File: config.mk
export PLATFORM = sky130hd
export DESIGN_NAME = coreTestHarness
export DESIGN_NICKNAME = d
export VERILOG_FILES = /design/src/logic/pcProtocolPkg.sv /design/src/logic/bdProtocolPkg.sv /design/src/logic/channelSplit.sv /design/src/logic/payloadDeserializer.sv /design/src/logic/channelMerge.sv /design/src/logic/coreTranslator.sv /design/src/logic/coreTestHarness.sv
export SDC_FILE = /design/constraint.sdc
export NUM_CORES = 1
export LEC_CHECK = 0
export BUFFER_PORTS_ARGS = -buffer_cell sky130_fd_sc_hd__buf_4
export CAP_MARGIN = 5
export CORE_ASPECT_RATIO = 0.75
export CORE_UTILIZATION = 30
export DETAILED_ROUTE_END_ITERATION = 12
export PLACE_DENSITY = 0.48
export SETUP_SLACK_MARGIN = 0.4
export SYNTH_ARGS = -nofsm -noshare
export SYNTH_HDL_FRONTEND = slang
export SYNTH_HIERARCHICAL = 1
export SYNTH_SLANG_ARGS = --single-unit
File: constraint.sdc
create_clock -name clk -period 7.6 [get_ports clk]
set_input_delay 1.52 -clock clk [delete_from_list [all_inputs] [get_ports clk]]
set_output_delay 1.52 -clock clk [all_outputs]
set_load 0.05 [all_outputs]
File: src/logic/pcProtocolPkg.sv
`default_nettype none

package pcProtocolPkg;

  ////////////////////////////////////////////////////////////
  // pc word layout

  // command code, top byte of every pc word
  typedef logic [7:0] pcCode;

  // payload carried below the code
  typedef logic [23:0] pcData;

  // one 32-bit word of the pc stream, code first
  typedef struct packed {
    pcCode code;
    pcData data;
  } pcWord;

  ////////////////////////////////////////////////////////////
  // codes understood by the core

  // load the 24-bit offset register
  localparam pcCode codeSetOffset = 8'd0;
  // return data plus offset
  localparam pcCode codeEcho = 8'd1;
  // send data plus offset to the chip output
  localparam pcCode codeToBd = 8'd2;
  // translated spike event from the chip input
  localparam pcCode codeSpike = 8'd3;
  // translated tag count from the chip input
  localparam pcCode codeTag = 8'd4;

endpackage

`default_nettype wire

File: src/logic/bdProtocolPkg.sv
`default_nettype none

package bdProtocolPkg;

  ////////////////////////////////////////////////////////////
  // chip output side

  // word sent by the core towards the chip
  typedef logic [20:0] bdOutWord;

  ////////////////////////////////////////////////////////////
  // chip input side

  // spike event, top bit set
  typedef struct packed {
    logic isSpike;
    logic [10:0] neuron;
    // time is a keyword, so the field carries a prefix
    logic [21:0] eventTime;
  } bdSpike;

  // tag count, top bit clear
  typedef struct packed {
    logic isSpike;
    logic [11:0] tagId;
    logic [20:0] count;
  } bdTag;

  // 34-bit chip input word
  // the top bit is shared by both views and selects between them
  typedef union packed {
    bdSpike spike;
    bdTag tag;
  } bdInWord;

endpackage

`default_nettype wire

File: src/logic/channelSplit.sv
`default_nettype none

// combinational router, zero cycles
// words whose code equals matchCode go to the hit side
// everything else goes to the miss side
module channelSplit
  import pcProtocolPkg::*;
#(
  parameter pcCode matchCode = 8'hFF
) (
  input wire pcWord inWord,
  input wire inValid,
  output logic inReady,

  output pcWord hitWord,
  output logic hitValid,
  input wire hitReady,

  output pcWord missWord,
  output logic missValid,
  input wire missReady
);

  // code comparison picks the side
  logic hit;

  assign hit = (inWord.code == matchCode);

  // both sides see the word unchanged
  assign hitWord = inWord;
  assign missWord = inWord;

  // only the selected side sees valid
  assign hitValid = inValid && hit;
  assign missValid = inValid && !hit;

  // input ready follows the selected side
  assign inReady = hit ? hitReady : missReady;

endmodule

`default_nettype wire

File: src/logic/payloadDeserializer.sv
`default_nettype none

// builds one 34-bit chip input word from two pc payload chunks
// first chunk -> bits 23..0, second chunk low 10 bits -> bits 33..24
module payloadDeserializer
  import pcProtocolPkg::*, bdProtocolPkg::*;
(
  input wire clk,
  input wire reset,

  input wire pcWord chunk,
  input wire chunkValid,
  output logic chunkReady,

  output bdInWord outWord,
  output logic outValid,
  input wire outReady
);

  // set once the low half has been captured
  logic phase;
  // low 24 bits from the first chunk
  pcData lowHalf;
  logic chunkTaken;

  // hold off new chunks while an assembled word waits
  assign chunkReady = !outValid;
  assign chunkTaken = chunkValid && chunkReady;

  ////////////////////////////////////////////////////////////
  // control

  always_ff @(posedge clk) begin
    if (reset) begin
      phase <= 1'b0;
      outValid <= 1'b0;
    end else begin
      if (outValid && outReady) begin
        outValid <= 1'b0;
      end
      if (chunkTaken) begin
        // second chunk completes the word
        if (phase) begin
          outValid <= 1'b1;
        end
        phase <= !phase;
      end
    end
  end

  ////////////////////////////////////////////////////////////
  // payload

  // chunk code is not looked at, the split already matched it
  always_ff @(posedge clk) begin
    if (chunkTaken) begin
      if (!phase) begin
        lowHalf <= chunk.data;
      end else begin
        // upper 14 bits of the second chunk are dropped
        outWord <= {chunk.data[9:0], lowHalf};
      end
    end
  end

endmodule

`default_nettype wire

File: src/logic/channelMerge.sv
`default_nettype none

// two-input round-robin merge into one registered word
module channelMerge
  import pcProtocolPkg::*;
(
  input wire clk,
  input wire reset,

  input wire pcWord aWord,
  input wire aValid,
  output logic aReady,

  input wire pcWord bWord,
  input wire bValid,
  output logic bReady,

  output pcWord outWord,
  output logic outValid,
  input wire outReady
);

  // set when b wins the next tie
  logic preferB;
  // output register empty now or emptied this cycle
  logic canLoad;
  logic grantA;
  logic grantB;

  assign canLoad = !outValid || outReady;

  // at most one grant per cycle
  assign grantA = canLoad && aValid && (!bValid || !preferB);
  assign grantB = canLoad && bValid && (!aValid || preferB);

  assign aReady = grantA;
  assign bReady = grantB;

  ////////////////////////////////////////////////////////////
  // control

  always_ff @(posedge clk) begin
    if (reset) begin
      outValid <= 1'b0;
      preferB <= 1'b0;
    end else begin
      if (grantA || grantB) begin
        outValid <= 1'b1;
      end else if (outReady) begin
        outValid <= 1'b0;
      end
      // priority only moves on a contested grant
      if (canLoad && aValid && bValid) begin
        preferB <= grantA;
      end
    end
  end

  ////////////////////////////////////////////////////////////
  // payload

  always_ff @(posedge clk) begin
    if (grantA) begin
      outWord <= aWord;
    end else if (grantB) begin
      outWord <= bWord;
    end
  end

endmodule

`default_nettype wire

File: src/logic/coreTranslator.sv
`default_nettype none

// stand-in for the real core
// runs single-word pc commands and turns chip input words into pc words
module coreTranslator
  import pcProtocolPkg::*, bdProtocolPkg::*;
(
  input wire clk,
  input wire reset,

  input wire pcWord pcIn,
  input wire pcInValid,
  output logic pcInReady,

  output pcWord pcOut,
  output logic pcOutValid,
  input wire pcOutReady,

  output bdOutWord bdOut,
  output logic bdOutValid,
  input wire bdOutReady,

  input wire bdInWord bdIn,
  input wire bdInValid,
  output logic bdInReady
);

  pcData offset;
  // data plus offset, wraps at 2^24
  pcData sum;

  // echo reply register
  pcWord echoWord;
  logic echoValid;
  logic echoReady;

  // translated chip input register
  pcWord xlatWord;
  logic xlatValid;
  logic xlatReady;
  pcWord xlatNext;

  logic pcTaken;
  logic bdTaken;

  assign sum = pcIn.data + offset;

  ////////////////////////////////////////////////////////////
  // pc input decode

  // stall only on the register this code needs
  always_comb begin
    case (pcIn.code)
      codeEcho: pcInReady = !echoValid || echoReady;
      codeToBd: pcInReady = !bdOutValid || bdOutReady;
      // offset writes and unknown codes finish at once
      default: pcInReady = 1'b1;
    endcase
  end

  assign pcTaken = pcInValid && pcInReady;

  ////////////////////////////////////////////////////////////
  // chip input decode

  always_comb begin
    if (bdIn.spike.isSpike) begin
      // low 13 time bits, then neuron
      xlatNext.code = codeSpike;
      xlatNext.data = {bdIn.spike.eventTime[12:0], bdIn.spike.neuron};
    end else begin
      // tag id, then count clamped to 12 bits
      xlatNext.code = codeTag;
      if (bdIn.tag.count > 21'd4095) begin
        xlatNext.data = {bdIn.tag.tagId, 12'hFFF};
      end else begin
        xlatNext.data = {bdIn.tag.tagId, bdIn.tag.count[11:0]};
      end
    end
  end

  assign bdInReady = !xlatValid || xlatReady;
  assign bdTaken = bdInValid && bdInReady;

  ////////////////////////////////////////////////////////////
  // control registers

  always_ff @(posedge clk) begin
    if (reset) begin
      offset <= '0;
      echoValid <= 1'b0;
      bdOutValid <= 1'b0;
      xlatValid <= 1'b0;
    end else begin
      // drain first, a new load in the same cycle wins
      if (echoValid && echoReady) begin
        echoValid <= 1'b0;
      end
      if (bdOutValid && bdOutReady) begin
        bdOutValid <= 1'b0;
      end
      if (xlatValid && xlatReady) begin
        xlatValid <= 1'b0;
      end
      if (pcTaken) begin
        case (pcIn.code)
          codeSetOffset: offset <= pcIn.data;
          codeEcho: echoValid <= 1'b1;
          codeToBd: bdOutValid <= 1'b1;
          default: ;
        endcase
      end
      if (bdTaken) begin
        xlatValid <= 1'b1;
      end
    end
  end

  ////////////////////////////////////////////////////////////
  // payload registers

  always_ff @(posedge clk) begin
    if (pcTaken && (pcIn.code == codeEcho)) begin
      echoWord <= '{code: codeEcho, data: sum};
    end
    if (pcTaken && (pcIn.code == codeToBd)) begin
      bdOut <= sum[20:0];
    end
    if (bdTaken) begin
      xlatWord <= xlatNext;
    end
  end

  // echo and translated words share the pc output
  channelMerge replyMerge (
    .clk(clk),
    .reset(reset),
    .aWord(echoWord),
    .aValid(echoValid),
    .aReady(echoReady),
    .bWord(xlatWord),
    .bValid(xlatValid),
    .bReady(xlatReady),
    .outWord(pcOut),
    .outValid(pcOutValid),
    .outReady(pcOutReady)
  );

endmodule

`default_nettype wire

File: src/logic/coreTestHarness.sv
`default_nettype none

// core wrapped so the pc can play the chip
// pc words with pcToBdCode feed the chip input path
// chip output words return to the pc stamped with bdToPcCode
module coreTestHarness
  import pcProtocolPkg::*, bdProtocolPkg::*;
#(
  parameter pcCode pcToBdCode = 8'hFF,
  parameter pcCode bdToPcCode = 8'hFF
) (
  input wire clk,
  input wire reset,

  input wire pcWord pcIn,
  input wire pcInValid,
  output logic pcInReady,

  output pcWord pcOut,
  output logic pcOutValid,
  input wire pcOutReady
);

  // split -> core
  pcWord corePcIn;
  logic corePcInValid;
  logic corePcInReady;

  // split -> deserializer
  pcWord bdChunk;
  logic bdChunkValid;
  logic bdChunkReady;

  // deserializer -> core
  bdInWord coreBdIn;
  logic coreBdInValid;
  logic coreBdInReady;

  // core -> output merge
  pcWord corePcOut;
  logic corePcOutValid;
  logic corePcOutReady;

  // core chip output and its padded pc form
  bdOutWord coreBdOut;
  logic coreBdOutValid;
  logic coreBdOutReady;
  pcWord bdOutPadded;

  ////////////////////////////////////////////////////////////
  // pc -> chip input

  channelSplit #(
    .matchCode(pcToBdCode)
  ) inputSplit (
    .inWord(pcIn),
    .inValid(pcInValid),
    .inReady(pcInReady),
    .hitWord(bdChunk),
    .hitValid(bdChunkValid),
    .hitReady(bdChunkReady),
    .missWord(corePcIn),
    .missValid(corePcInValid),
    .missReady(corePcInReady)
  );

  payloadDeserializer bdInDeser (
    .clk(clk),
    .reset(reset),
    .chunk(bdChunk),
    .chunkValid(bdChunkValid),
    .chunkReady(bdChunkReady),
    .outWord(coreBdIn),
    .outValid(coreBdInValid),
    .outReady(coreBdInReady)
  );

  ////////////////////////////////////////////////////////////
  // core

  coreTranslator core (
    .clk(clk),
    .reset(reset),
    .pcIn(corePcIn),
    .pcInValid(corePcInValid),
    .pcInReady(corePcInReady),
    .pcOut(corePcOut),
    .pcOutValid(corePcOutValid),
    .pcOutReady(corePcOutReady),
    .bdOut(coreBdOut),
    .bdOutValid(coreBdOutValid),
    .bdOutReady(coreBdOutReady),
    .bdIn(coreBdIn),
    .bdInValid(coreBdInValid),
    .bdInReady(coreBdInReady)
  );

  ////////////////////////////////////////////////////////////
  // chip output -> pc

  // code, three zero pad bits, then the 21-bit word
  assign bdOutPadded = '{code: bdToPcCode, data: {3'b000, coreBdOut}};

  channelMerge outputMerge (
    .clk(clk),
    .reset(reset),
    .aWord(corePcOut),
    .aValid(corePcOutValid),
    .aReady(corePcOutReady),
    .bWord(bdOutPadded),
    .bValid(coreBdOutValid),
    .bReady(coreBdOutReady),
    .outWord(pcOut),
    .outValid(pcOutValid),
    .outReady(pcOutReady)
  );

endmodule

`default_nettype wire

==> impl_metrics.csv <==
group,metric,value,unit
clock_network,htree_levels,1,
power,power.density,217,nW/um^2
floorplanning,core_region_area,32900,sq um
final_layout,area_delta_synth_final,13.5,%
critical_path,cp-start-kind,"input pin",
status,status,"completed",
synth,syn_inst,711,
worst_hold_path,hold_path.class,"reg2reg",
critical_path,crit_arrival,3.86,ns
global_routing,grt_pass1_wl,31100,um
clock_network,clk_pin_slew,0.06,ns
critical_path,cp-end-kind,"primary output",
placed_design,place_inst,1173,
placed_design,routabilityCongestion,0.771,
clock_network,cts_max_path_buffers,3,
placed_design,dp_hpwl,14200,um
power,p_leak,4.23,nW
global_routing,use_met3,2.43,%
sta,finalCriticalPeriod,5.38,ns
synth,avgSynthCellArea,14.3,sq um
critical_path,crit_fanout,33,
sta,tightest_slew,0.989,ns
clock_network,clockRootBuffer,"clkbuf_16",
final_layout,multiInputGateArea,3190,sq um
route,postRouteAntennaNets,0,
sta,timing.slew.headroom,34.1,%
sta,setup_viol,0,
floorplanning,die_area,34600,sq um
global_routing,antenna_found_initial,0,
floorplanning,start_util,30.9,%
power,ir_drop,0.132,mV
final_layout,nets,817,
critical_path,reg2reg_depth,8,
final_layout,post-route-util,35.1,%
clock_network,cts.repair.resized,0,
placed_design,postPlaceCellArea,10800,sq um
clock_network,hold_buffers,0,
synth,synth_warnings,6,
run,cap_violations,0,
sta,hold_violations,0,
global_routing,overflow,0,
route,vias,5363,
route,drc_errors,0,
global_routing,grt_use_total,11.8,%
final_layout,stdcell_area,11500,sq um
floorplanning,die_w,215,um
sta,fin_worst_skew,0.0124,ns
global_routing,grt_max_degree,37,
sta,timing.final.crit_share,70.7,%
floorplanning,pin_count,70,
global_routing,grt_pass1_vias,5113,
floorplanning,rows,57,
clock_network,post_cts_buffers,0,
final_layout,n_fill_cell,3166,
placed_design,portBuffers,69,
sta,rsz0062_at_grt,"no",
critical_path,crit_required,6.08,ns
synth,syn_area,10200,sq um
route,drt_iter0_drc,349,
clock_network,cts_tree,"yes",
route,wirelength,20500,um
clock_network,cts_made_buffers,24,
sta,fmax,186,MHz
worst_hold_path,hold_path_depth,0,
final_layout,seqCellArea,6460,sq um
sta,fin_tns_setup,0,ns
critical_path,critical_path_class,"in2out",
global_routing,use_met2,16.3,%
clock_network,insertion_delay,0.53,ns
sta,slew_viol_final,0,
final_layout,fin_cells,1215,
final_layout,antenna_cells,0,
final_layout,layout-drive-gt1-share,25.9,%
route,routedWlPerCell,16.9,um
clock_network,cts.sink_count,226,
route,vias_per_cell,4.41,
global_routing,grt.busiest_layer,"met1",
floorplanning,die_y,161,um
route,firstDrtPassIters,4,
global_routing,met1_usage,18.4,%
-- registers in the layout, summed over array words and instances (netlist names), 21 cells and up --
signal,cells
core/replyMerge/outWord,32
core/echoWord,24
core/offset,24
core/bdOut,21
bdInDeser/lowHalf,24
bdInDeser/outWord,34
core/xlatWord,26
outputMerge/outWord,32
-- area by class of cell --
| cell class | instances | share of cell area [%] |
|---|---|---|
| Clock buffer | 30 | 5.40 |
| Tap cell | 442 | 4.79 |
| Timing Repair Buffer | 77 | 5.01 |
| Multi-Input combinational cell | 417 | 27.6 |
| Inverter | 11 | 0.358 |
| Clock inverter | 12 | 0.846 |
| Sequential cell | 226 | 56.0 |
-- metrics by stage --
| stage | worst slack (ns) | total power [mW] | hold WS, ns |
|---|---|---|---|
| 3_3_place_gp | 2.22 | 1.44 | 0.402 |
| 5_1_grt | 2.02 | 2.59 | 0.404 |
| 3_5_place_dp | 2.17 | 1.44 | 0.405 |
| 2_1_floorplan | 2.52 | 1.42 | 0.400 |
| 6_report | 2.22 | 2.50 | 0.411 |
| 4_1_cts | 2.16 | 2.54 | 0.407 |
-- worst paths after layout --
| kind | start | to | slack (ns) |
|---|---|---|---|
| hold reg to reg | bdInDeser/lowHalf[5]$_DFFE_PP_ | bdInDeser/outWord[5]$_DFFE_PP_ | 0.41 |
| setup reg to reg | core/offset[0]$_SDFFE_PP0P_ | core/bdOut[18]$_DFFE_PP_ | 4.64 |
| setup / recovery | pcOutReady | pcInReady | 2.22 |
| hold / removal | bdInDeser/lowHalf[5]$_DFFE_PP_ | bdInDeser/outWord[5]$_DFFE_PP_ | 0.41 |
-- per-layer routing --
metal,vias to the layer above,part of all wire (%)
met5,-,0
met4,0,1.9
met3,29,4.1
met2,92,40
met1,2597,54
li1,2645,-
-- worst max-delay path: stages --
cell,delay (ns)
buf_4,0.10
nand2b_2,0.22
nand3_4,0.10
inv_1,0.04
nand2b_2,0.23
nand3_4,0.53
inv_1,0.09
nor2b_1,0.25
nand2_1,0.09
o22ai_1,0.15
nand2_1,0.06
mux2_1,0.28
buf_4,0.19
-- placed cells by master, fill, tap and decap left out, types with 5 or more instances in the layout --
cell	n
clkinv_1	5
buf_4	77
o22a_1	12
clkbuf_1	6
nand2b_1	7
nand2_1	71
inv_1	10
mux2_2	19
edfxtp_1	193
conb_1	24
mux2_4	58
nand4_1	7
a21oi_1	53
ha_1	23
nor2b_1	6
o21ai_0	15
nand3_1	11
clkbuf_16	24
xnor2_1	16
dfxtp_1	33
nor2_1	25
-- power breakdown --
| group | leakage, nW | internal (mW) | switching, mW |
|---|---|---|---|
| clock network | 0.350 | 0.616 | 0.473 |
| logic | 1.88 | 0.0315 | 0.0439 |
| registers | 2.00 | 1.34 | 0.000491 |
| total | 4.23 | 1.98 | 0.517 |
Note: power is estimated with default switching activity, not from simulation.
